==> src/hw/ccu_pkg.sv <==
`default_nettype none

package ccu_pkg;

  localparam int unsigned AddrWidth = 32;
  localparam int unsigned DataWidth = 32;

  typedef logic [AddrWidth-1:0] addr_t;
  typedef logic [DataWidth-1:0] data_t;

  // Cache request opcodes
  typedef enum logic [1:0] {
    op_read_shared,
    op_read_unique,
    op_write_back
  } ccu_op_e;

  typedef enum logic {
    snp_read_shared,
    snp_read_unique
  } snoop_op_e;

  typedef enum logic [2:0] {
    st_idle,
    st_check,
    st_snoop,
    st_collect,
    st_hand
  } snoop_state_e;

  // Memory job kinds, carried in the op field of the job bus
  localparam ccu_op_e JobMemRead = op_read_shared;  // Fetch line from memory
  localparam ccu_op_e JobForward = op_read_unique;  // Write dirty data, return it
  localparam ccu_op_e JobWrite   = op_write_back;   // Write, respond with zero

endpackage

`default_nettype wire

==> src/hw/ccu_req_if.sv <==
`timescale 1ns/1ps
`default_nettype none

interface ccu_req_if #(
  parameter int unsigned NumPorts = 3
);
  import ccu_pkg::*;

  localparam int unsigned SrcWidth = $clog2(NumPorts);

  logic                valid;
  logic                ready;
  ccu_op_e             op;
  addr_t               addr;
  data_t               data;
  logic [SrcWidth-1:0] src;  // Requesting port

  modport src_mp (output valid, op, addr, data, src, input ready);
  modport dst_mp (input valid, op, addr, data, src, output ready);

endinterface

`default_nettype wire

==> src/hw/ccu_conflict_table.sv <==
`timescale 1ns/1ps
`default_nettype none

module ccu_conflict_table #(
  parameter int unsigned MemQueueDepth = 2
) (
  input  logic           clk_i,
  input  logic           reset_i,
  input  logic           insert_i,
  input  ccu_pkg::addr_t insert_addr_i,
  input  logic           release_i,
  input  ccu_pkg::addr_t lookup_addr_i,
  output logic           lookup_hit_o
);
  import ccu_pkg::*;

  localparam int unsigned PtrWidth = (MemQueueDepth > 1) ? $clog2(MemQueueDepth) : 1;

  logic [MemQueueDepth-1:0] valid_q;
  addr_t                    addr_q [MemQueueDepth];
  logic [PtrWidth-1:0]      wr_ptr_q;
  logic [PtrWidth-1:0]      rd_ptr_q;

  always_comb begin
    lookup_hit_o = 1'b0;
    for (int unsigned i = 0; i < MemQueueDepth; i++) begin
      if (valid_q[i] && addr_q[i] == lookup_addr_i) begin
        lookup_hit_o = 1'b1;
      end
    end
  end

  // Release always retires the oldest entry
  always_ff @(posedge clk_i) begin
    if (reset_i) begin
      valid_q  <= '0;
      wr_ptr_q <= '0;
      rd_ptr_q <= '0;
    end else begin
      if (insert_i) begin
        valid_q[wr_ptr_q] <= 1'b1;
        wr_ptr_q <= (wr_ptr_q == PtrWidth'(MemQueueDepth - 1)) ? '0 : wr_ptr_q + 1'b1;
      end
      if (release_i) begin
        valid_q[rd_ptr_q] <= 1'b0;
        rd_ptr_q <= (rd_ptr_q == PtrWidth'(MemQueueDepth - 1)) ? '0 : rd_ptr_q + 1'b1;
      end
    end
  end

  always_ff @(posedge clk_i) begin
    if (insert_i) addr_q[wr_ptr_q] <= insert_addr_i;
  end

endmodule

`default_nettype wire

==> src/hw/ccu_mem_port.sv <==
`timescale 1ns/1ps
`default_nettype none

module ccu_mem_port #(
  parameter int unsigned NumPorts      = 3,
  parameter int unsigned MemQueueDepth = 2
) (
  input  logic                  clk_i,
  input  logic                  reset_i,
  ccu_req_if.dst_mp             job,
  output logic                  insert_o,
  output ccu_pkg::addr_t        insert_addr_o,
  output logic                  release_o,
  output logic                  mem_req_valid_o,
  input  logic                  mem_req_ready_i,
  output logic                  mem_we_o,
  output ccu_pkg::addr_t        mem_addr_o,
  output ccu_pkg::data_t        mem_wdata_o,
  input  logic                  mem_rsp_valid_i,
  input  ccu_pkg::data_t        mem_rdata_i,
  output logic [NumPorts-1:0]   rsp_valid_o,
  input  logic [NumPorts-1:0]   rsp_ready_i,
  output ccu_pkg::data_t        rsp_data_o
);
  import ccu_pkg::*;

  localparam int unsigned SrcWidth = $clog2(NumPorts);
  localparam int unsigned PtrWidth = (MemQueueDepth > 1) ? $clog2(MemQueueDepth) : 1;
  localparam int unsigned CntWidth = $clog2(MemQueueDepth + 1);

  ccu_op_e             op_q   [MemQueueDepth];
  addr_t               addr_q [MemQueueDepth];
  data_t               data_q [MemQueueDepth];
  logic [SrcWidth-1:0] src_q  [MemQueueDepth];
  logic [PtrWidth-1:0] wr_ptr_q;
  logic [PtrWidth-1:0] rd_ptr_q;
  logic [CntWidth-1:0] count_q;

  logic                issued_q;  // Head access sent to memory
  logic                have_q;    // Head response data ready
  data_t               rsp_data_q;
  logic [SrcWidth-1:0] head_src;
  logic                push;
  logic                pop;

  assign job.ready     = (count_q < CntWidth'(MemQueueDepth));
  assign push          = job.valid && job.ready;
  assign insert_o      = push;
  assign insert_addr_o = job.addr;

  assign head_src        = src_q[rd_ptr_q];
  assign mem_req_valid_o = (count_q != '0) && !issued_q;
  assign mem_we_o        = (op_q[rd_ptr_q] != JobMemRead);
  assign mem_addr_o      = addr_q[rd_ptr_q];
  assign mem_wdata_o     = data_q[rd_ptr_q];

  assign rsp_valid_o = have_q ? (NumPorts'(1) << head_src) : '0;
  assign rsp_data_o  = rsp_data_q;
  assign pop         = have_q && rsp_ready_i[head_src];
  assign release_o   = pop;

  always_ff @(posedge clk_i) begin
    if (reset_i) begin
      wr_ptr_q <= '0;
      rd_ptr_q <= '0;
      count_q  <= '0;
      issued_q <= 1'b0;
      have_q   <= 1'b0;
    end else begin
      count_q <= count_q + CntWidth'(push) - CntWidth'(pop);
      if (push) wr_ptr_q <= (wr_ptr_q == PtrWidth'(MemQueueDepth - 1)) ? '0 : wr_ptr_q + 1'b1;
      if (mem_req_valid_o && mem_req_ready_i) begin
        issued_q <= 1'b1;
        if (mem_we_o) have_q <= 1'b1;  // Writes answer right away
      end
      if (issued_q && !have_q && mem_rsp_valid_i) have_q <= 1'b1;
      if (pop) begin
        issued_q <= 1'b0;
        have_q   <= 1'b0;
        rd_ptr_q <= (rd_ptr_q == PtrWidth'(MemQueueDepth - 1)) ? '0 : rd_ptr_q + 1'b1;
      end
    end
  end

  always_ff @(posedge clk_i) begin
    if (push) begin
      op_q[wr_ptr_q]   <= job.op;
      addr_q[wr_ptr_q] <= job.addr;
      data_q[wr_ptr_q] <= job.data;
      src_q[wr_ptr_q]  <= job.src;
    end
    if (mem_req_valid_o && mem_req_ready_i && mem_we_o) begin
      rsp_data_q <= (op_q[rd_ptr_q] == JobForward) ? data_q[rd_ptr_q] : '0;
    end else if (issued_q && !have_q && mem_rsp_valid_i) begin
      rsp_data_q <= mem_rdata_i;
    end
  end

endmodule

`default_nettype wire

==> src/hw/ccu_req_arbiter.sv <==
`timescale 1ns/1ps
`default_nettype none

module ccu_req_arbiter #(
  parameter int unsigned NumPorts = 3
) (
  input  logic                                clk_i,
  input  logic                                reset_i,
  input  logic             [NumPorts-1:0]     req_valid_i,
  output logic             [NumPorts-1:0]     req_ready_o,
  input  ccu_pkg::ccu_op_e [NumPorts-1:0]     req_op_i,
  input  ccu_pkg::addr_t   [NumPorts-1:0]     req_addr_i,
  input  ccu_pkg::data_t   [NumPorts-1:0]     req_data_i,
  ccu_req_if.src_mp                           out
);
  import ccu_pkg::*;

  localparam int unsigned SrcWidth = $clog2(NumPorts);

  logic [SrcWidth-1:0] last_q;
  logic [SrcWidth-1:0] cand;
  logic [SrcWidth-1:0] grant_idx;
  logic                grant_valid;
  logic                can_load;

  assign can_load = !out.valid || out.ready;  // Register empty or draining

  // Search starts one past the last granted port
  always_comb begin
    grant_valid = 1'b0;
    grant_idx   = last_q;
    cand        = last_q;
    for (int unsigned k = 1; k <= NumPorts; k++) begin
      cand = SrcWidth'((int'(last_q) + k) % NumPorts);
      if (!grant_valid && req_valid_i[cand]) begin
        grant_valid = 1'b1;
        grant_idx   = cand;
      end
    end
  end

  assign req_ready_o = (grant_valid && can_load) ? (NumPorts'(1) << grant_idx) : '0;

  always_ff @(posedge clk_i) begin
    if (reset_i) begin
      out.valid <= 1'b0;
      last_q    <= SrcWidth'(NumPorts - 1);  // Port 0 wins first
    end else if (grant_valid && can_load) begin
      out.valid <= 1'b1;
      last_q    <= grant_idx;
    end else if (out.ready) begin
      out.valid <= 1'b0;
    end
  end

  always_ff @(posedge clk_i) begin
    if (grant_valid && can_load) begin
      out.op   <= req_op_i[grant_idx];
      out.addr <= req_addr_i[grant_idx];
      out.data <= req_data_i[grant_idx];
      out.src  <= grant_idx;
    end
  end

endmodule

`default_nettype wire

==> src/hw/ccu_snoop_ctrl.sv <==
`timescale 1ns/1ps
`default_nettype none

module ccu_snoop_ctrl #(
  parameter int unsigned NumPorts = 3
) (
  input  logic                              clk_i,
  input  logic                              reset_i,
  ccu_req_if.dst_mp                         in,
  ccu_req_if.src_mp                         job,
  output ccu_pkg::addr_t                    lookup_addr_o,
  input  logic                              lookup_hit_i,
  output logic           [NumPorts-1:0]     snp_valid_o,
  input  logic           [NumPorts-1:0]     snp_ready_i,
  output ccu_pkg::snoop_op_e                snp_op_o,
  output ccu_pkg::addr_t                    snp_addr_o,
  input  logic           [NumPorts-1:0]     snp_rsp_valid_i,
  input  logic           [NumPorts-1:0]     snp_rsp_dirty_i,
  input  ccu_pkg::data_t [NumPorts-1:0]     snp_rsp_data_i
);
  import ccu_pkg::*;

  localparam int unsigned SrcWidth = $clog2(NumPorts);

  snoop_state_e        state_q;
  ccu_op_e             req_op_q;
  addr_t               req_addr_q;
  data_t               req_data_q;
  logic [SrcWidth-1:0] req_src_q;

  logic [NumPorts-1:0] snp_pend_q;  // Snoop not yet taken
  logic [NumPorts-1:0] ack_pend_q;  // Snoop response outstanding
  logic [NumPorts-1:0] snp_left;
  logic [NumPorts-1:0] ack_left;
  logic [NumPorts-1:0] others;
  logic                dirty_q;
  data_t               dirty_data_q;
  logic                dirty_hit;
  data_t               dirty_sel;

  assign others   = ~(NumPorts'(1) << req_src_q);
  assign snp_left = snp_pend_q & ~snp_ready_i;
  assign ack_left = ack_pend_q & ~snp_rsp_valid_i;

  // Lowest dirty responder this cycle
  always_comb begin
    dirty_hit = 1'b0;
    dirty_sel = '0;
    for (int unsigned p = 0; p < NumPorts; p++) begin
      if (!dirty_hit && ack_pend_q[p] && snp_rsp_valid_i[p] && snp_rsp_dirty_i[p]) begin
        dirty_hit = 1'b1;
        dirty_sel = snp_rsp_data_i[p];
      end
    end
  end

  assign in.ready      = (state_q == st_idle);
  assign lookup_addr_o = req_addr_q;
  assign snp_valid_o   = snp_pend_q;
  assign snp_addr_o    = req_addr_q;
  assign snp_op_o      = (req_op_q == op_read_unique) ? snp_read_unique : snp_read_shared;

  assign job.valid = (state_q == st_hand);
  assign job.addr  = req_addr_q;
  assign job.src   = req_src_q;
  assign job.op    = (req_op_q == op_write_back) ? JobWrite :
                     dirty_q                     ? JobForward : JobMemRead;
  assign job.data  = (req_op_q == op_write_back) ? req_data_q : dirty_data_q;

  always_ff @(posedge clk_i) begin
    if (reset_i) begin
      state_q    <= st_idle;
      snp_pend_q <= '0;
      ack_pend_q <= '0;
      dirty_q    <= 1'b0;
    end else begin
      snp_pend_q <= snp_left;
      ack_pend_q <= ack_left;
      if (dirty_hit) dirty_q <= 1'b1;
      case (state_q)
        st_idle: begin
          if (in.valid) begin
            state_q <= st_check;
            dirty_q <= 1'b0;
          end
        end
        st_check: begin
          // Held here while the line is queued at the memory port
          if (!lookup_hit_i) begin
            if (req_op_q == op_write_back) begin
              state_q <= st_hand;
            end else begin
              state_q    <= st_snoop;
              snp_pend_q <= others;
              ack_pend_q <= others;
            end
          end
        end
        st_snoop:   if (snp_left == '0) state_q <= st_collect;
        st_collect: if (ack_left == '0) state_q <= st_hand;
        st_hand:    if (job.ready) state_q <= st_idle;  // Waits on a full queue
        default:    state_q <= st_idle;
      endcase
    end
  end

  always_ff @(posedge clk_i) begin
    if (in.valid && in.ready) begin
      req_op_q   <= in.op;
      req_addr_q <= in.addr;
      req_data_q <= in.data;
      req_src_q  <= in.src;
    end
    if (dirty_hit && !dirty_q) dirty_data_q <= dirty_sel;  // First dirty copy wins
  end

endmodule

`default_nettype wire

==> src/hw/ccu_top.sv <==
`timescale 1ns/1ps
`default_nettype none

module ccu_top #(
  parameter int unsigned NumPorts      = 3,
  parameter int unsigned MemQueueDepth = 2
) (
  input  logic                              clk_i,
  input  logic                              reset_i,
  input  logic               [NumPorts-1:0] req_valid_i,
  output logic               [NumPorts-1:0] req_ready_o,
  input  ccu_pkg::ccu_op_e   [NumPorts-1:0] req_op_i,
  input  ccu_pkg::addr_t     [NumPorts-1:0] req_addr_i,
  input  ccu_pkg::data_t     [NumPorts-1:0] req_data_i,
  output logic               [NumPorts-1:0] rsp_valid_o,
  input  logic               [NumPorts-1:0] rsp_ready_i,
  output ccu_pkg::data_t                    rsp_data_o,
  output logic               [NumPorts-1:0] snp_valid_o,
  input  logic               [NumPorts-1:0] snp_ready_i,
  output ccu_pkg::snoop_op_e                snp_op_o,
  output ccu_pkg::addr_t                    snp_addr_o,
  input  logic               [NumPorts-1:0] snp_rsp_valid_i,
  input  logic               [NumPorts-1:0] snp_rsp_dirty_i,
  input  ccu_pkg::data_t     [NumPorts-1:0] snp_rsp_data_i,
  output logic                              mem_req_valid_o,
  input  logic                              mem_req_ready_i,
  output logic                              mem_we_o,
  output ccu_pkg::addr_t                    mem_addr_o,
  output ccu_pkg::data_t                    mem_wdata_o,
  input  logic                              mem_rsp_valid_i,
  input  ccu_pkg::data_t                    mem_rdata_i
);
  import ccu_pkg::*;

  addr_t lookup_addr;
  logic  lookup_hit;
  logic  insert;
  addr_t insert_addr;
  logic  release_entry;

  ccu_req_if #(.NumPorts(NumPorts)) req_bus ();
  ccu_req_if #(.NumPorts(NumPorts)) job_bus ();  // Snoop controller to memory port

  ccu_req_arbiter #(
    .NumPorts    (NumPorts)
  ) u_arbiter (
    .clk_i,
    .reset_i,
    .req_valid_i,
    .req_ready_o,
    .req_op_i,
    .req_addr_i,
    .req_data_i,
    .out         (req_bus)
  );

  ccu_snoop_ctrl #(
    .NumPorts        (NumPorts)
  ) u_snoop_ctrl (
    .clk_i,
    .reset_i,
    .in              (req_bus),
    .job             (job_bus),
    .lookup_addr_o   (lookup_addr),
    .lookup_hit_i    (lookup_hit),
    .snp_valid_o,
    .snp_ready_i,
    .snp_op_o,
    .snp_addr_o,
    .snp_rsp_valid_i,
    .snp_rsp_dirty_i,
    .snp_rsp_data_i
  );

  ccu_conflict_table #(
    .MemQueueDepth (MemQueueDepth)
  ) u_conflict_table (
    .clk_i,
    .reset_i,
    .insert_i      (insert),
    .insert_addr_i (insert_addr),
    .release_i     (release_entry),
    .lookup_addr_i (lookup_addr),
    .lookup_hit_o  (lookup_hit)
  );

  ccu_mem_port #(
    .NumPorts        (NumPorts),
    .MemQueueDepth   (MemQueueDepth)
  ) u_mem_port (
    .clk_i,
    .reset_i,
    .job             (job_bus),
    .insert_o        (insert),
    .insert_addr_o   (insert_addr),
    .release_o       (release_entry),
    .mem_req_valid_o,
    .mem_req_ready_i,
    .mem_we_o,
    .mem_addr_o,
    .mem_wdata_o,
    .mem_rsp_valid_i,
    .mem_rdata_i,
    .rsp_valid_o,
    .rsp_ready_i,
    .rsp_data_o
  );

endmodule

`default_nettype wire

==> config.mk <==
export PLATFORM = sky130hd
export DESIGN_NAME = ccu_top
export DESIGN_NICKNAME = d
export VERILOG_FILES = /design/src/hw/ccu_pkg.sv /design/src/hw/ccu_req_if.sv /design/src/hw/ccu_conflict_table.sv /design/src/hw/ccu_mem_port.sv /design/src/hw/ccu_req_arbiter.sv /design/src/hw/ccu_snoop_ctrl.sv /design/src/hw/ccu_top.sv
export SDC_FILE = /design/constraint.sdc
export NUM_CORES = 1
export LEC_CHECK = 0
export ABC_CLOCK_PERIOD_IN_PS = 16840
export BUFFER_PORTS_ARGS = -buffer_cell sky130_fd_sc_hd__buf_2
export CELL_PAD_IN_SITES_DETAIL_PLACEMENT = 0
export CELL_PAD_IN_SITES_GLOBAL_PLACEMENT = 1
export CORE_MARGIN = 4
export CORE_UTILIZATION = 46
export DETAILED_ROUTE_END_ITERATION = 12
export PLACE_DENSITY_LB_ADDON = 0.3
export RECOVER_POWER = 25
export SYNTH_ARGS = -nofsm -noshare
export SYNTH_HDL_FRONTEND = slang
export SYNTH_SLANG_ARGS = --single-unit
==> constraint.sdc <==
create_clock -name clk_i -period 16.84 [get_ports clk_i]
set_input_delay 1.684 -clock clk_i [delete_from_list [all_inputs] [get_ports clk_i]]
set_output_delay 1.684 -clock clk_i [all_outputs]
set_load 0.01 [all_outputs]
Yosys cells after proc, flatten, opt, wreduce, memory -nomap -nowiden
Memories as Yosys holds them, arrays and structs flattened. A register that Yosys moved wholly into a read port is not among the register bits.
Index checks and enable logic that the tools add are counted.
{ "word_totals": {"register_bits": 223, "mem_bits_rw": 200, "output_inout_bits": 140, "n_memories": 5} }
{ "classes": {"add_sub_neg": 9, "n_div": 3, "magnitude_cmp": 10, "n_eq_ne": 14, "n_shift": 3, "mux": 79, "bitwise": 8, "n_reduce_logical": 45} }
{ "mem_list": {"columns": ["name", "words", "width", "rd", "rd_ports_with_merged_regs", "write_ports", "line", "text"], "rows": [
  ["u_conflict_table.addr_q", 2, 32, 2, 0, 1, "ccu_conflict_table.sv:20", "addr_t addr_q [MemQueueDepth];"],
  ["u_mem_port.addr_q", 2, 32, 1, 1, 1, "ccu_mem_port.sv:32", "addr_t addr_q [MemQueueDepth];"],
  ["u_mem_port.data_q", 2, 32, 1, 1, 1, "ccu_mem_port.sv:33", "data_t data_q [MemQueueDepth];"],
  ["u_mem_port.op_q", 2, 2, 1, 1, 1, "ccu_mem_port.sv:31", "ccu_op_e op_q [MemQueueDepth];"],
  ["u_mem_port.src_q", 2, 2, 1, 1, 1, "ccu_mem_port.sv:34", "logic [SrcWidth-1:0] src_q [MemQueueDepth];"]
]} }
{ "ops": {"columns": ["cell", "n"], "rows": [
  ["$mux W32", 9],
  ["$bmux W32 S2", 2],
  ["$mod A32 B2 Y32 const B", 3],
  ["$eq A32 B32 Y1", 2],
  ["$mux W3", 14],
  ["$mux W1", 38],
  ["$logic_and A1 B1 Y1", 24],
  ["$mux W2", 8],
  ["$lt A2 B3 Y1 const B", 5],
  ["$pmux W3 S5", 1],
  ["$reduce_bool A2 Y1", 6],
  ["$logic_not A3 Y1", 3],
  ["$not A3 Y3", 3],
  ["$shl A1 B2 Y3 const A", 3],
  ["$bmux W1 S2", 4],
  ["$logic_not A1 Y1", 8],
  ["$add A2 B2 Y3 const B", 2],
  ["$and A3 B3 Y3", 2],
  ["$eq A3 B2 Y1 const B", 2],
  ["$ne A2 B1 Y1 const B", 3],
  ["$reduce_and A5 Y1", 1],
  ["$add A1 B1 Y1 const B", 4],
  ["$bmux W2 S2", 1],
  ["$eq A2 B1 Y1 const B", 2],
  ["other kinds (17)", 21]
]} }

Longest topological paths before layout
Gate-level depths: netlist (run 1).
{ "logic_depth": {"depth_word": 16, "depth_mapped": 12, "depth_no_buf": 10} }

Modules after synthesis
From an unflattened synthesis (run 1), not the netlist that was laid out.
{ "hier_totals": {"cells_unflattened": 1197, "hier_area_um2": 18590.3} }
{ "modules_own_cells": {"columns": ["mod", "n_inst", "cells_each", "area_each_um2", "seq_area_each_um2"], "rows": [
  ["ccu_mem_port", 1, 379, 6960.4, 5185.0],
  ["ccu_snoop_ctrl", 1, 371, 4961.0, 3203.1],
  ["ccu_req_arbiter", 1, 281, 3902.5, 2102.0],
  ["ccu_conflict_table", 1, 166, 2766.4, 2001.9]
]} }

Least setup slack after synthesis (run 1)
OpenSTA, ideal clock, no wires.
{ "synth_timing": {"kind": "register -> register", "startpoint": "register u_snoop_ctrl.state_q[0]", "endpoint": "register u_snoop_ctrl.req_addr_q[0] (netlist: u_snoop_ctrl.job.addr[0]), enable pin", "setup_ns": 0.689, "arrival_time_ns": 7.652, "required_time_ns": 16.151, "setup_slack_ns": 8.500, "path_stages_with_launch": 3, "n_path_buf": 1, "synth_period_minus_slack_ns": 8.340, "cell_sequence": "dfxtp_1 -> clkbuf_1 -> nor4b_1"} }
{ "synth_via": {"elab_chain_cells": 2} }
{ "synth_rtl": {"columns": ["element", "line", "text"], "rows": [
  ["start: declaration", "ccu_snoop_ctrl.sv:25", "snoop_state_e state_q;"],
  ["start signal: assignment", "ccu_snoop_ctrl.sv:72", "state_q <= st_idle;"],
  ["start signal: assignment", "ccu_snoop_ctrl.sv:83", "state_q <= st_check;"],
  ["start signal: assignment", "ccu_snoop_ctrl.sv:91", "state_q <= st_hand;"],
  ["$logic_not A3 Y1", "ccu_snoop_ctrl.sv:57", "assign in.ready = (state_q == st_idle);"],
  ["$logic_and A1 B1 Y1", "ccu_snoop_ctrl.sv:108", "if (in.valid && in.ready) begin"],
  ["end signal: assignment", "ccu_snoop_ctrl.sv:110", "req_addr_q <= in.addr;"],
  ["end: declaration", "ccu_snoop_ctrl.sv:27", "addr_t req_addr_q;"]
]} }
Every way passes these cells.
A chain may end at the register's enable or synchronous reset.

Worst setup path after layout (run 1)
{ "layout_timing": {"startpoint": "input port req_valid_i[1]", "endpoint": "output port req_ready_o[1]"} }
{ "layout_via": {"elab_chain_cells": 11, "elab_cells_between_ends": 19, "cone_classes": "shift: 1; mux: 13; reduce/logical: 5"} }
{ "layout_rtl": {"columns": ["element", "line", "text"], "rows": [
  ["start: declaration", "ccu_top.sv:10", "input logic [NumPorts-1:0] req_valid_i,"],
  ["$bmux W1 S2", "ccu_req_arbiter.sv:35", "if (!grant_valid && req_valid_i[cand]) begin"],
  ["$mux W1 (implied by the code)", "ccu_req_arbiter.sv:35", null],
  ["$mux W1", "ccu_req_arbiter.sv:35", null],
  ["$logic_not A1 Y1", "ccu_req_arbiter.sv:35", null],
  ["$logic_and A1 B1 Y1", "ccu_req_arbiter.sv:35", null],
  ["$mux W1", "ccu_req_arbiter.sv:35", null],
  ["$logic_not A1 Y1", "ccu_req_arbiter.sv:35", null],
  ["$logic_and A1 B1 Y1", "ccu_req_arbiter.sv:35", null],
  ["$mux W2 / $mux W1 (equally long branches)", "ccu_req_arbiter.sv:35", null],
  ["$shl A1 B2 Y3 / $logic_and A1 B1 Y1 (equally long branches)", "ccu_req_arbiter.sv:42", "assign req_ready_o = (grant_valid && can_load) ? (NumPorts'(1) << grant_idx) : '0;"],
  ["$mux W3 *", "ccu_req_arbiter.sv:42", null],
  ["end: declaration", "ccu_top.sv:11", "output logic [NumPorts-1:0] req_ready_o,"]
]} }
Mark *: on every way between the ends. The rest lies on a longest branch, timed or not. The select of a mux whose other input is x is not followed.

==> impl_results.md, run 1 <==
* Outcome: finished with violations
* Failing checks: max-capacitance violations, max-slew violations
* Clock buffer depth at 3
* Type of the most critical hold path: reg2reg
* Level count of the clock H-tree at 2
* Cell family with most CP delay: buffers and inverters
* Area contributors post-synth: sky130_fd_sc_hd__edfxtp_1 (67%), sky130_fd_sc_hd__mux2i_1 (5.0%), sky130_fd_sc_hd__mux2_2 (5.0%)
* Nets at ~2000
* Total non-filler cell area in the finished layout at around 22000 um^2
* FF-to-FF path depth at 4
* Total number of vias at around 11000
* Most used DFF post-synth: sky130_fd_sc_hd__edfxtp_1
* Total iterations of the first detailed-routing run at 5
* Time the final worst path needs with I/O delays and setup at 5781 ps
* Initial detailed-routing violation count at ~840
* Wire length of the first global-routing pass at ~70 mm
* Type of the worst setup path: in2out
* Worst Clk Skew at approximately 24 ps
* Worst Path Buf+Inv at 4
* Routed wire per std cell at about 22 um
* Upper clock frequency limit at ~170 MHz
* Hold Crit Start: u_arbiter.out.addr[9]
* Share of the clock period used by the worst path at 0.3433
* Most frequent standard cell in the layout excluding fill and tap cells: sky130_fd_sc_hd__buf_2
* Static power due to leakage at 0.008401 uW
* Worst-margin pin slew at 3939 ps
* Starting density of the core at 0.4650
* Fraction of synthesized cell area taken by the top area cell type at 0.6700
* Synthesized net count at approximately 1500
* Slew Limit Fails at roughly 110
* Buffers inserted by post-CTS timing repair at 0
* Max cap viols at 2
* Die W at approximately 200 um
* CP Data Arrival Time at about 4100 ps
* Highest-count cells in the layout ignoring fill and taps: sky130_fd_sc_hd__buf_2 (484), sky130_fd_sc_hd__edfxtp_1 (400), sky130_fd_sc_hd__mux2i_1 (89)
* Final Hold Violating Endpoints at 0
* Synth-to-Final Area Change at 24.36%
* Fin util at 0.5782
* Core Footprint at between 30000 and 40000 um^2
* TritonCTS buffer count at 44
* Gate Count Post-Synth at about 1200
* Pin count of the biggest net entering global routing at 74
* Ys async rst share at 0
* Netlist cell types at 58
* Endpoint with the worst hold slack: u_snoop_ctrl.job.addr[9]
* Average size of a mapped cell at approximately 15 um^2
* CTS sink count at roughly 420
* Antenna viol nets, final at 0
* Library cell with the largest summed area after synthesis: sky130_fd_sc_hd__edfxtp_1
* Via density at 5.248
* Layout cell share with drive strength beyond 1 at 0.3945
* Post-synthesis sequential element count at between 400 and 500
* Total gr overflow at 0
* Via count of the first global-routing pass at between 10000 and 15000
* Clock-pin slew on the worst setup and hold paths at ~60 ps
* I/O Pins at 485
* Hold-critical path depth at 0
* Worst slew margin relative to its limit at -1.626
* Routability congestion estimate at around 0.85
* Critical path data required time at 15160 ps
* Global Route Usage Sum at 0.2149
* Sum of net half-perimeters after detailed placement at around 34 mm
* CTS tree: yes
* Setup total negative slack at 0 ps
* RSZ-0062 raised after global routing: false
* VDD IR-drop max at ~0.24 mV
* Routed Wire Length at about 47 mm
* Crit-path max cell delay at ~600 ps
* Final-report setup violation count at 0
* Chain of cells forming the critical path: buf_2 -> mux2i_1 -> nor2_1 -> nor4_1 -> o32a_2 -> buf_4 -> buf_4 -> and3_1 -> buf_2
* Number of antenna violations at the first check in global routing at 5
* Power Dens Cells at 158.3 nW/um^2
* Critical Path Start Type: input pin
* Number of fillers in the final layout at 3141
* Die outline height at ~210 um
* EDFF count, synth at 400
* Post-CTS sizing at 0
* Register-to-Register Setup Slack at approximately 13000 ps
* Root Buffer Master: sky130_fd_sc_hd__clkbuf_16
* Remaining design rule violation count at 0
* Setup crit end kind: output port
* Number of buffer cells added on primary ports at 484
* Critical-path cell with the highest stage delay: sky130_fd_sc_hd__buf_4
* Floorplan row count at 72
* R2R Path Start: u_snoop_ctrl.req_op_q[0]
* Capturing point of the worst reg2reg path: u_snoop_ctrl.ack_pend_q[0]
* Post-CTS Hold Fix Bufs at 0
* Part of the Yosys area used for sequential elements at 0.6968
* Total die area at roughly 42000 um^2
* Crit path max fanout at 37
* Clk Latency, worst-skew pair at between 500 and 600 ps
* Post-Place Cell Area at about 21000 um^2
* Yosys Warn Count at 0
* Total standard cell area after synthesis at 17930 um^2
==> cell families (layout without fill, tap and decap cells) <==
kind of cell    count (synthesis)  after routing  share of synthesized area
flops                         424            424                     0.6968
xor+xnor                       70             70                    0.03420
fa+ha+maj                       5              5                   0.003420
buf+inv                        99            608                    0.02436
other cells                     0              5                          0
simple gates                  184            184                    0.05304
compound gates                209            209                    0.08885
mux                           168            168                    0.09932
==> Yosys cell counts, types with 8 or more instances <==
master                        n
sky130_fd_sc_hd__edfxtp_1   400
sky130_fd_sc_hd__mux2i_1     89
sky130_fd_sc_hd__mux2_2      79
sky130_fd_sc_hd__nand2_1     66
sky130_fd_sc_hd__o2bb2ai_1   66
sky130_fd_sc_hd__xor2_1      55
sky130_fd_sc_hd__o21ai_0     36
sky130_fd_sc_hd__clkbuf_1    35
sky130_fd_sc_hd__a22oi_1     33
sky130_fd_sc_hd__inv_1       31
sky130_fd_sc_hd__nor2_1      27
sky130_fd_sc_hd__nor4_1      27
sky130_fd_sc_hd__dfxtp_1     24
sky130_fd_sc_hd__o31ai_1     21
sky130_fd_sc_hd__buf_2       19
sky130_fd_sc_hd__xnor2_1     15
sky130_fd_sc_hd__a22o_1      13
sky130_fd_sc_hd__nor2b_1     11
sky130_fd_sc_hd__a21oi_1      8
==> layout make-up <==
cell class | count | area [um^2] | share of cell area
Clock buffer | 54 | 1211 | 0.05432
Sequential cell | 424 | 12500 | 0.5605
Tap cell | 518 | 648.1 | 0.02907
Antenna cell | 5 | 12.51 | 0.0005612
Inverter | 32 | 120.1 | 0.005388
Timing Repair Buffer | 494 | 2494 | 0.1118
Clock inverter | 28 | 271.5 | 0.01218
Multi-Input combinational cell | 636 | 5042 | 0.2262
==> per-stage QoR <==
stage | std cells | worst slack (ps) | power (uW) | hold WS, ps
final | 2191 | 11060 | 3529 | 397.6
after floorplan | 1159 | 8500 | 2241 | 400.3
after CTS | 2186 | 11060 | 3561 | 400.5
after detailed placement | 2104 | 11060 | 2575 | 404.5
after global routing | 2189 | 10890 | 3704 | 423.8
after global placement | 2104 | 11150 | 2552 | 400.6
==> sequential cells by signal (all words and copies together) (netlist names), 2 cells and up, named ones only <==
register	flops
u_arbiter.last_q	2
u_arbiter.out.addr	32
u_arbiter.out.data	32
u_arbiter.out.op	2
u_arbiter.out.src	2
u_conflict_table.addr_q	64
u_conflict_table.valid_q	2
u_mem_port.addr_q	64
u_mem_port.count_q	2
u_mem_port.data_q	64
u_mem_port.op_q	4
u_mem_port.rsp_data_o	32
u_mem_port.src_q	4
u_snoop_ctrl.ack_pend_q	3
u_snoop_ctrl.dirty_data_q	32
u_snoop_ctrl.job.addr	32
u_snoop_ctrl.job.src	2
u_snoop_ctrl.req_data_q	32
u_snoop_ctrl.req_op_q	2
u_snoop_ctrl.snp_valid_o	3
u_snoop_ctrl.state_q	3
==> worst max path at each step <==
stage                               end  depth (start not counted)                    start  slack, ps
2_1_floorplan  u_snoop_ctrl.job.addr[0]                          2  u_snoop_ctrl.state_q[0]       8500
4_1_cts                  req_ready_o[1]                          9           req_valid_i[1]      11060
3_5_place_dp             req_ready_o[1]                          9           req_valid_i[1]      11060
3_3_place_gp             req_ready_o[1]                          9           req_valid_i[1]      11150
6_report                 req_ready_o[1]                          9           req_valid_i[1]      11060
5_1_grt                  req_ready_o[1]                          9           req_valid_i[1]      10890
==> power by group <==
group,switching [uW],internal (uW),total [uW]
Combinational,516,317,833
Clock,391,588,979
Sequential,169,1550,1720
==> worst register-to-register path, stage by stage, from the launching register on <==
cell,delay [ps]
sky130_fd_sc_hd__edfxtp_1,370
sky130_fd_sc_hd__nor2b_1,2650
sky130_fd_sc_hd__nor2_1,440
sky130_fd_sc_hd__nand3_1,360
sky130_fd_sc_hd__a221oi_1,150
==> routing by layer <==
metal,GRT usage,share of wire,vias up
met1,0.3140,0.45,5547
met3,0.03751,0.060,67
met4,0.06124,0.024,0
met5,0,0,-
li1,-,-,5469
met2,0.3345,0.47,415
Note: power is estimated with default switching activity, not from simulation.
==> run 2: changes to the inputs <==
--- a/config.mk
+++ b/config.mk
@@ -5,12 +5,12 @@
 export SDC_FILE = /design/constraint.sdc
 export NUM_CORES = 1
 export LEC_CHECK = 0
-export ABC_CLOCK_PERIOD_IN_PS = 16840
+export ABC_CLOCK_PERIOD_IN_PS = 4700
 export BUFFER_PORTS_ARGS = -buffer_cell sky130_fd_sc_hd__buf_2
 export CELL_PAD_IN_SITES_DETAIL_PLACEMENT = 0
 export CELL_PAD_IN_SITES_GLOBAL_PLACEMENT = 1
 export CORE_MARGIN = 4
-export CORE_UTILIZATION = 46
+export CORE_UTILIZATION = 39
 export DETAILED_ROUTE_END_ITERATION = 12
 export PLACE_DENSITY_LB_ADDON = 0.3
 export RECOVER_POWER = 25
==> constraint.sdc (replaced) <==
create_clock -name clk_i -period 4.7 [get_ports clk_i]
set_input_delay 0.47 -clock clk_i [delete_from_list [all_inputs] [get_ports clk_i]]
set_output_delay 0.47 -clock clk_i [all_outputs]
set_load 0.01 [all_outputs]
==> impl_results.md, run 2 (synthesis gave the netlist of run 1 again) <==
* Die outline height at 222.4 um
* Final std cells w/o fill at 2275
* Setup crit end kind: output port
* Crit path max fanout at 37
* Total gr overflow at 0
* Slew Limit Fails at 21
* Dpl cells at around 2200
* Total number of vias at 11520
* Upper clock frequency limit at between 200 and 300 MHz
* Worst slew margin relative to its limit at -0.3726
* Floorplan row count at 78
* Logic gate share of total power at 0.244
* Starting density of the core at 0.3950
* Pin count of the biggest net entering global routing at 70
* Core Footprint at 45380 um^2
* CTS sink count at approximately 420
* Hold_ws at 186.0 ps
* CTS tree: yes
* Remaining design rule violation count at 0
* Routed wire per std cell at between 20 and 25 um
* Number of fillers in the final layout at approximately 4000
* Critical path data required time at ~4200 ps
* Chain of cells forming the critical path: inv_1 -> ha_1 -> mux2i_1 -> nor2_1 -> nor4_1 -> o32a_2 -> buf_4 -> and3_1 -> buf_2
* Layout cell share with drive strength beyond 1 at 0.3768
* Switching share of total power at 0.3144
* Die W at 222.4 um
* Global Route Usage Sum at 0.1891
* Root Buffer Master: sky130_fd_sc_hd__clkbuf_16
* Final-report setup violation count at 0
* Most frequent standard cell in the layout excluding fill and tap cells: sky130_fd_sc_hd__buf_2
* Clock Power Share at 0.268
* Static power due to leakage at 0.008305 uW
* Type of the most critical hold path: in2reg
* Power Dens Cells at between 500 and 600 nW/um^2
* Level count of the clock H-tree at 2
* Initial detailed-routing violation count at between 700 and 800
* Sum of net half-perimeters after detailed placement at 35.58 mm
* Setup total negative slack at 0 ps
* I/O Pins at between 400 and 500
* FF/Latch Area at roughly 12000 um^2
* Synth-to-Final Area Change at 24.63%
* Total die area at just under 50000 um^2
* Critical-path cell with the highest stage delay: sky130_fd_sc_hd__buf_4
* Post-CTS Hold Fix Bufs at 0
* Time the final worst path needs with I/O delays and setup at around 3700 ps
* Total iterations of the first detailed-routing run at 5
* Routed Wire Length at 48.96 mm
* Via density at approximately 5
* Worst setup timing slack at the placement stage at roughly 1600 ps
* Worst Clk Skew at around 16 ps
* Clock buffer depth at 3
* Nets at roughly 2000
* Clk Latency, worst-skew pair at around 560 ps
* Via count of the first global-routing pass at around 12000
* Footprint of the multi-input gates at about 5100 um^2
* Worst Path Buf+Inv at 3
* Type of the worst setup path: reg2out
* Final Hold Violating Endpoints at 0
* Crit-path max cell delay at roughly 510 ps
* CP Data Arrival Time at approximately 3300 ps
* TritonCTS buffer count at 45
* Max cap viols at 1
* VDD IR-drop max at between 0.4 and 0.5 mV
* Switching power total at 3946 uW
* Setup WS post-layout at slightly below 1000 ps
* Share of the clock period used by the worst path at 0.7918
* Worst-margin pin slew at 2055 ps
* Post-CTS sizing at 0
* Number of buffer cells added on primary ports at ~480
* Number of antenna violations at the first check in global routing at 3
* Antenna viol nets, final at 0
* RSZ-0062 raised after global routing: false
* Wire length of the first global-routing pass at around 70 mm
* Outcome: finished with violations
* Clock-pin slew on the worst setup and hold paths at around 60 ps
* Critical Path Start Type: register
* Buffers inserted by post-CTS timing repair at 0
* Routability congestion estimate at roughly 0.85
* Highest-count cells in the layout ignoring fill and taps: sky130_fd_sc_hd__buf_2 (449), sky130_fd_sc_hd__edfxtp_1 (400), sky130_fd_sc_hd__mux2i_1 (89)
* Top flop regs: u_conflict_table.addr_q: 64 flops, u_mem_port.addr_q: 64 flops, u_mem_port.data_q: 64 flops
* Cell family with most CP delay: buffers and inverters
* Fraction of power consumed by sequential logic at 0.488
* Failing checks: max-capacitance violations, max-slew violations
* Internal power component at 8604 uW
-- run 2: changes by cell type in the layout (fill, tap and decap cells not counted), sizes merged --
cell / before / now
buf: 493 / 465
bufinv: 5 / 2
clkbuf: 55 / 88
diode: 5 / 3
inv: 33 / 35
-- run 2: final cells by class --
class	instances	share of cell area
Clock inverter	27	0.008736
Inverter	32	0.005376
Multi-Input combinational cell	636	0.2266
Tap cell	600	0.03360
Timing Repair Buffer	501	0.1126
Sequential cell	424	0.5593
Clock buffer	52	0.05348
Antenna cell	3	0.0003360
-- run 2: worst reg2reg max path, cell delays in order, from the launching register on --
cell                       delay [ps]
sky130_fd_sc_hd__edfxtp_1         380
sky130_fd_sc_hd__nor2b_1         1530
sky130_fd_sc_hd__clkbuf_1         550
sky130_fd_sc_hd__nor4_1           150
sky130_fd_sc_hd__a221oi_1         470
-- run 2: metrics by stage --
stage	area [um^2]	power, uW	util
4_1_cts	22390	12720	0.4934
6_report	22340	12550	0.4923
5_1_grt	22340	13180	0.4923
2_1_floorplan	17940	8002	-
3_3_place_gp	21000	9253	0.4628
3_5_place_dp	21000	9333	0.4628
-- run 2: metal layers --
metal  GRT usage  part of all wire  up-vias
li1            -                 -     5491
met1      0.2756              0.47     5593
met2      0.2939              0.46      366
met3     0.02973             0.049       72
met4     0.05886             0.025        2
met5           0           0.00027        -
-- run 2: final timing paths --
check	start	end	slack, ps	cells after the start
setup / recovery	u_arbiter.last_q[0]	req_ready_o[1]	980	9
hold / removal	mem_rdata_i[26]	u_mem_port.rsp_data_o[26]	190	3
setup reg to reg	u_snoop_ctrl.req_op_q[0]	u_snoop_ctrl.ack_pend_q[0]	1450	4
hold reg to reg	u_arbiter.out.data[27]	u_snoop_ctrl.req_data_q[27]	420	0
-- run 2: power by group through the flow --
stage	Combinational [uW]	Clock [uW]	Sequential, uW
floorplan	2030	0	5970
global placement	3060	0	6190
detailed placement	3120	0	6210
CTS	3130	3450	6140
global route	3350	3610	6220
finish	3070	3360	6120
==> run 3: changes to the inputs <==
--- a/config.mk
+++ b/config.mk
@@ -5,7 +5,7 @@
 export SDC_FILE = /design/constraint.sdc
 export NUM_CORES = 1
 export LEC_CHECK = 0
-export ABC_CLOCK_PERIOD_IN_PS = 4700
+export ABC_CLOCK_PERIOD_IN_PS = 3350
 export BUFFER_PORTS_ARGS = -buffer_cell sky130_fd_sc_hd__buf_2
 export CELL_PAD_IN_SITES_DETAIL_PLACEMENT = 0
 export CELL_PAD_IN_SITES_GLOBAL_PLACEMENT = 1
==> constraint.sdc (replaced) <==
create_clock -name clk_i -period 3.35 [get_ports clk_i]
set_input_delay 0.335 -clock clk_i [delete_from_list [all_inputs] [get_ports clk_i]]
set_output_delay 0.335 -clock clk_i [all_outputs]
set_load 0.01 [all_outputs]
==> impl_results.md, run 3 (synthesis gave the netlist of run 1 again) <==
* Outcome: finished with violations
* Failing checks: max-capacitance violations, max-slew violations
* Critical Path Start Type: register
* Global Route Usage Sum at 0.1917
* Fraction of power consumed by sequential logic at 0.478
* Synth-to-Final Area Change at 25.85%
* Remaining design rule violation count at 0
* Chain of cells forming the critical path: inv_1 -> ha_1 -> maj3_2 -> o221a_2 -> o32a_2 -> buf_12 -> nor2_1 -> buf_2
* Highest-count cells in the layout ignoring fill and taps: sky130_fd_sc_hd__buf_2 (449), sky130_fd_sc_hd__edfxtp_1 (400), sky130_fd_sc_hd__mux2i_1 (89)
* Top flop regs: u_conflict_table.addr_q: 64 flops, u_mem_port.addr_q: 64 flops, u_mem_port.data_q: 64 flops
* Via density at about 5
* Final-report setup violation count at 0
* Capturing point of the worst reg2reg path: u_arbiter.out.data[1]
* Antenna viol nets, final at 0
* Share of the clock period used by the worst path at 0.9475
* CTS tree: yes
* Floorplan row count at 78
* Layout cell share with drive strength beyond 1 at 0.3811
* FF-to-FF path depth at 9
* Clock Power Share at 0.274
* Launching instance or port of the critical path: u_arbiter.last_q[1]
* Die W at 222.4 um
* Register-to-Register Setup Slack at 520 ps
* Crit path max fanout at 35
* CTS sink count at around 420
* Logic gate share of total power at 0.248
* Setup crit end kind: output port
* Fin util at 0.4972
* Clock-pin slew on the worst setup and hold paths at about 60 ps
* TritonCTS buffer count at 46
* Worst-margin pin slew at ~1900 ps
* Switching share of total power at 0.3117
* Clock buffer depth at 3
* Buffers inserted by post-CTS timing repair at 0
* Time the final worst path needs with I/O delays and setup at around 3200 ps
* Number of buffer cells added on primary ports at between 400 and 500
* Final Hold Violating Endpoints at 0
* Setup total negative slack at 0 ps
* Internal power component at around 12000 uW
* FF/Latch Area at about 12000 um^2
* Type of the most critical hold path: in2reg
* Power Dens Cells at 795.1 nW/um^2
* Upper clock frequency limit at ~320 MHz
* Initial detailed-routing violation count at roughly 800
* Most frequent standard cell in the layout excluding fill and tap cells: sky130_fd_sc_hd__buf_2
* CP Depth at 8
* Footprint of the multi-input gates at 5079 um^2
* Wire length of the first global-routing pass at 72.15 mm
* Total die area at between 40000 and 50000 um^2
* Root Buffer Master: sky130_fd_sc_hd__clkbuf_16
* Die outline height at ~220 um
* Sum of net half-perimeters after detailed placement at around 36 mm
* Type of the worst setup path: reg2out
* Level count of the clock H-tree at 2
* Starting density of the core at 0.3950
* Number of fillers in the final layout at roughly 4000
* Critical-path cell with the highest stage delay: sky130_fd_sc_hd__o32a_2
* Critical path data required time at about 3000 ps
* Slew Limit Fails at 70
* Hold-critical path depth at 3
* R2R Path Start: u_arbiter.last_q[0]
* Cell family with most CP delay: adder cells
* Total number of vias at about 12000
* Nets at roughly 2000
* Total iterations of the first detailed-routing run at 5
* Via count of the first global-routing pass at 11690
* Total gr overflow at 0
* Post-CTS sizing at 0
* Post-CTS Hold Fix Bufs at 0
* Clk Latency, worst-skew pair at around 560 ps
* Crit-path max cell delay at about 400 ps
* Static power due to leakage at about 0.0084 uW
* Endpoint with the worst hold slack: u_mem_port.rsp_data_o[18]
* I/O Pins at 485
* Worst Clk Skew at 13.59 ps
* Switching power total at approximately 5600 uW
* Pin count of the biggest net entering global routing at 70
* Number of antenna violations at the first check in global routing at 5
* CP Data Arrival Time at between 2000 and 3000 ps
* Core Footprint at roughly 45000 um^2
* Routed wire per std cell at approximately 22 um
* VDD IR-drop max at 0.4309 mV
* Max cap viols at 1
* Routed Wire Length at a little under 50 mm
* Worst Path Buf+Inv at 3
* Worst slew margin relative to its limit at -0.2572
* Hold Crit Start: mem_rdata_i[18]
* Routability congestion estimate at around 0.82
==> run 3: cell count changes in the layout (fill, tap and decap cells not counted), moves of 2 or more <==
cell                         previous run  this run
sky130_fd_sc_hd__clkbuf_16             47        49
sky130_fd_sc_hd__buf_12                 1         4
sky130_fd_sc_hd__clkinvlp_4             1         3
sky130_fd_sc_hd__clkinv_4               2         0
sky130_fd_sc_hd__clkbuf_1              41        50
sky130_fd_sc_hd__clkbuf_8               0         4
sky130_fd_sc_hd__clkinv_1              11         9
sky130_fd_sc_hd__buf_4                 15        17
==> run 3: how the worst max path moves through the flow <==
stage / end
floorplan: u_snoop_ctrl.job.addr[0]
global placement: u_arbiter.last_q[1]
detailed placement: u_arbiter.out.data[1]
CTS: req_ready_o[1]
global route: req_ready_o[0]
finish: req_ready_o[0]
==> run 3: final cells by class <==
type / instances / area share
diodes: 4 / 0.0004437
clock inverters: 24 / 0.007875
clock buffers: 61 / 0.05812
well taps: 600 / 0.03327
repair buffers: 513 / 0.1160
inverters: 32 / 0.005324
flip-flops and latches: 424 / 0.5538
multi-input cells: 636 / 0.2251
==> run 3: routing by layer <==
layer  GRT usage  wire, um  up-vias
met5           0        27        -
met4     0.05210       998        4
met3     0.03699      2932       54
met2      0.3030     23030      377
met1      0.2738     22490     5576
li1            -         -     5520
==> run 3: per-stage QoR <==
| stage | hold WS [ps] | cell area [um^2] | total power (uW) | setup slack [ps] | std cells |
|---|---|---|---|---|---|
| final | 50.82 | 22560 | 17940 | 175.8 | 2294 |
| after floorplan | 400.3 | 17950 | 11200 | 95.17 | 1159 |
| after CTS | 6.669 | 22630 | 18190 | 37.32 | 2290 |
| after global placement | 404.0 | 21140 | 13110 | 501.2 | 2205 |
| after global routing | 26.63 | 22560 | 18840 | -0.4661 | 2292 |
| after detailed placement | 404.5 | 21140 | 13220 | 443.6 | 2205 |
==> run 3: power groups by stage <==
stage                     clock network (uW)  logic [uW]  registers, uW
final                                   4920        4450           8570
after global routing                    5300        4840           8700
after CTS                               5060        4560           8560
after detailed placement                   0        4550           8670
after global placement                     0        4470           8640
after floorplan                            0        2850           8350
==> run 3: worst reg2reg max path: cells and delay by family, from the launching register on <==
| kind | cells | cell delay (ps) |
|---|---|---|
| buffers and inverters | 2 | 570 |
| multiplexers | 1 | 300 |
| adder cells (fa/ha/maj) | 1 | 450 |
| AO/OA/AOI/OAI | 3 | 520 |
| AND/OR/NAND/NOR | 2 | 410 |
| flip-flops | 1 | 330 |
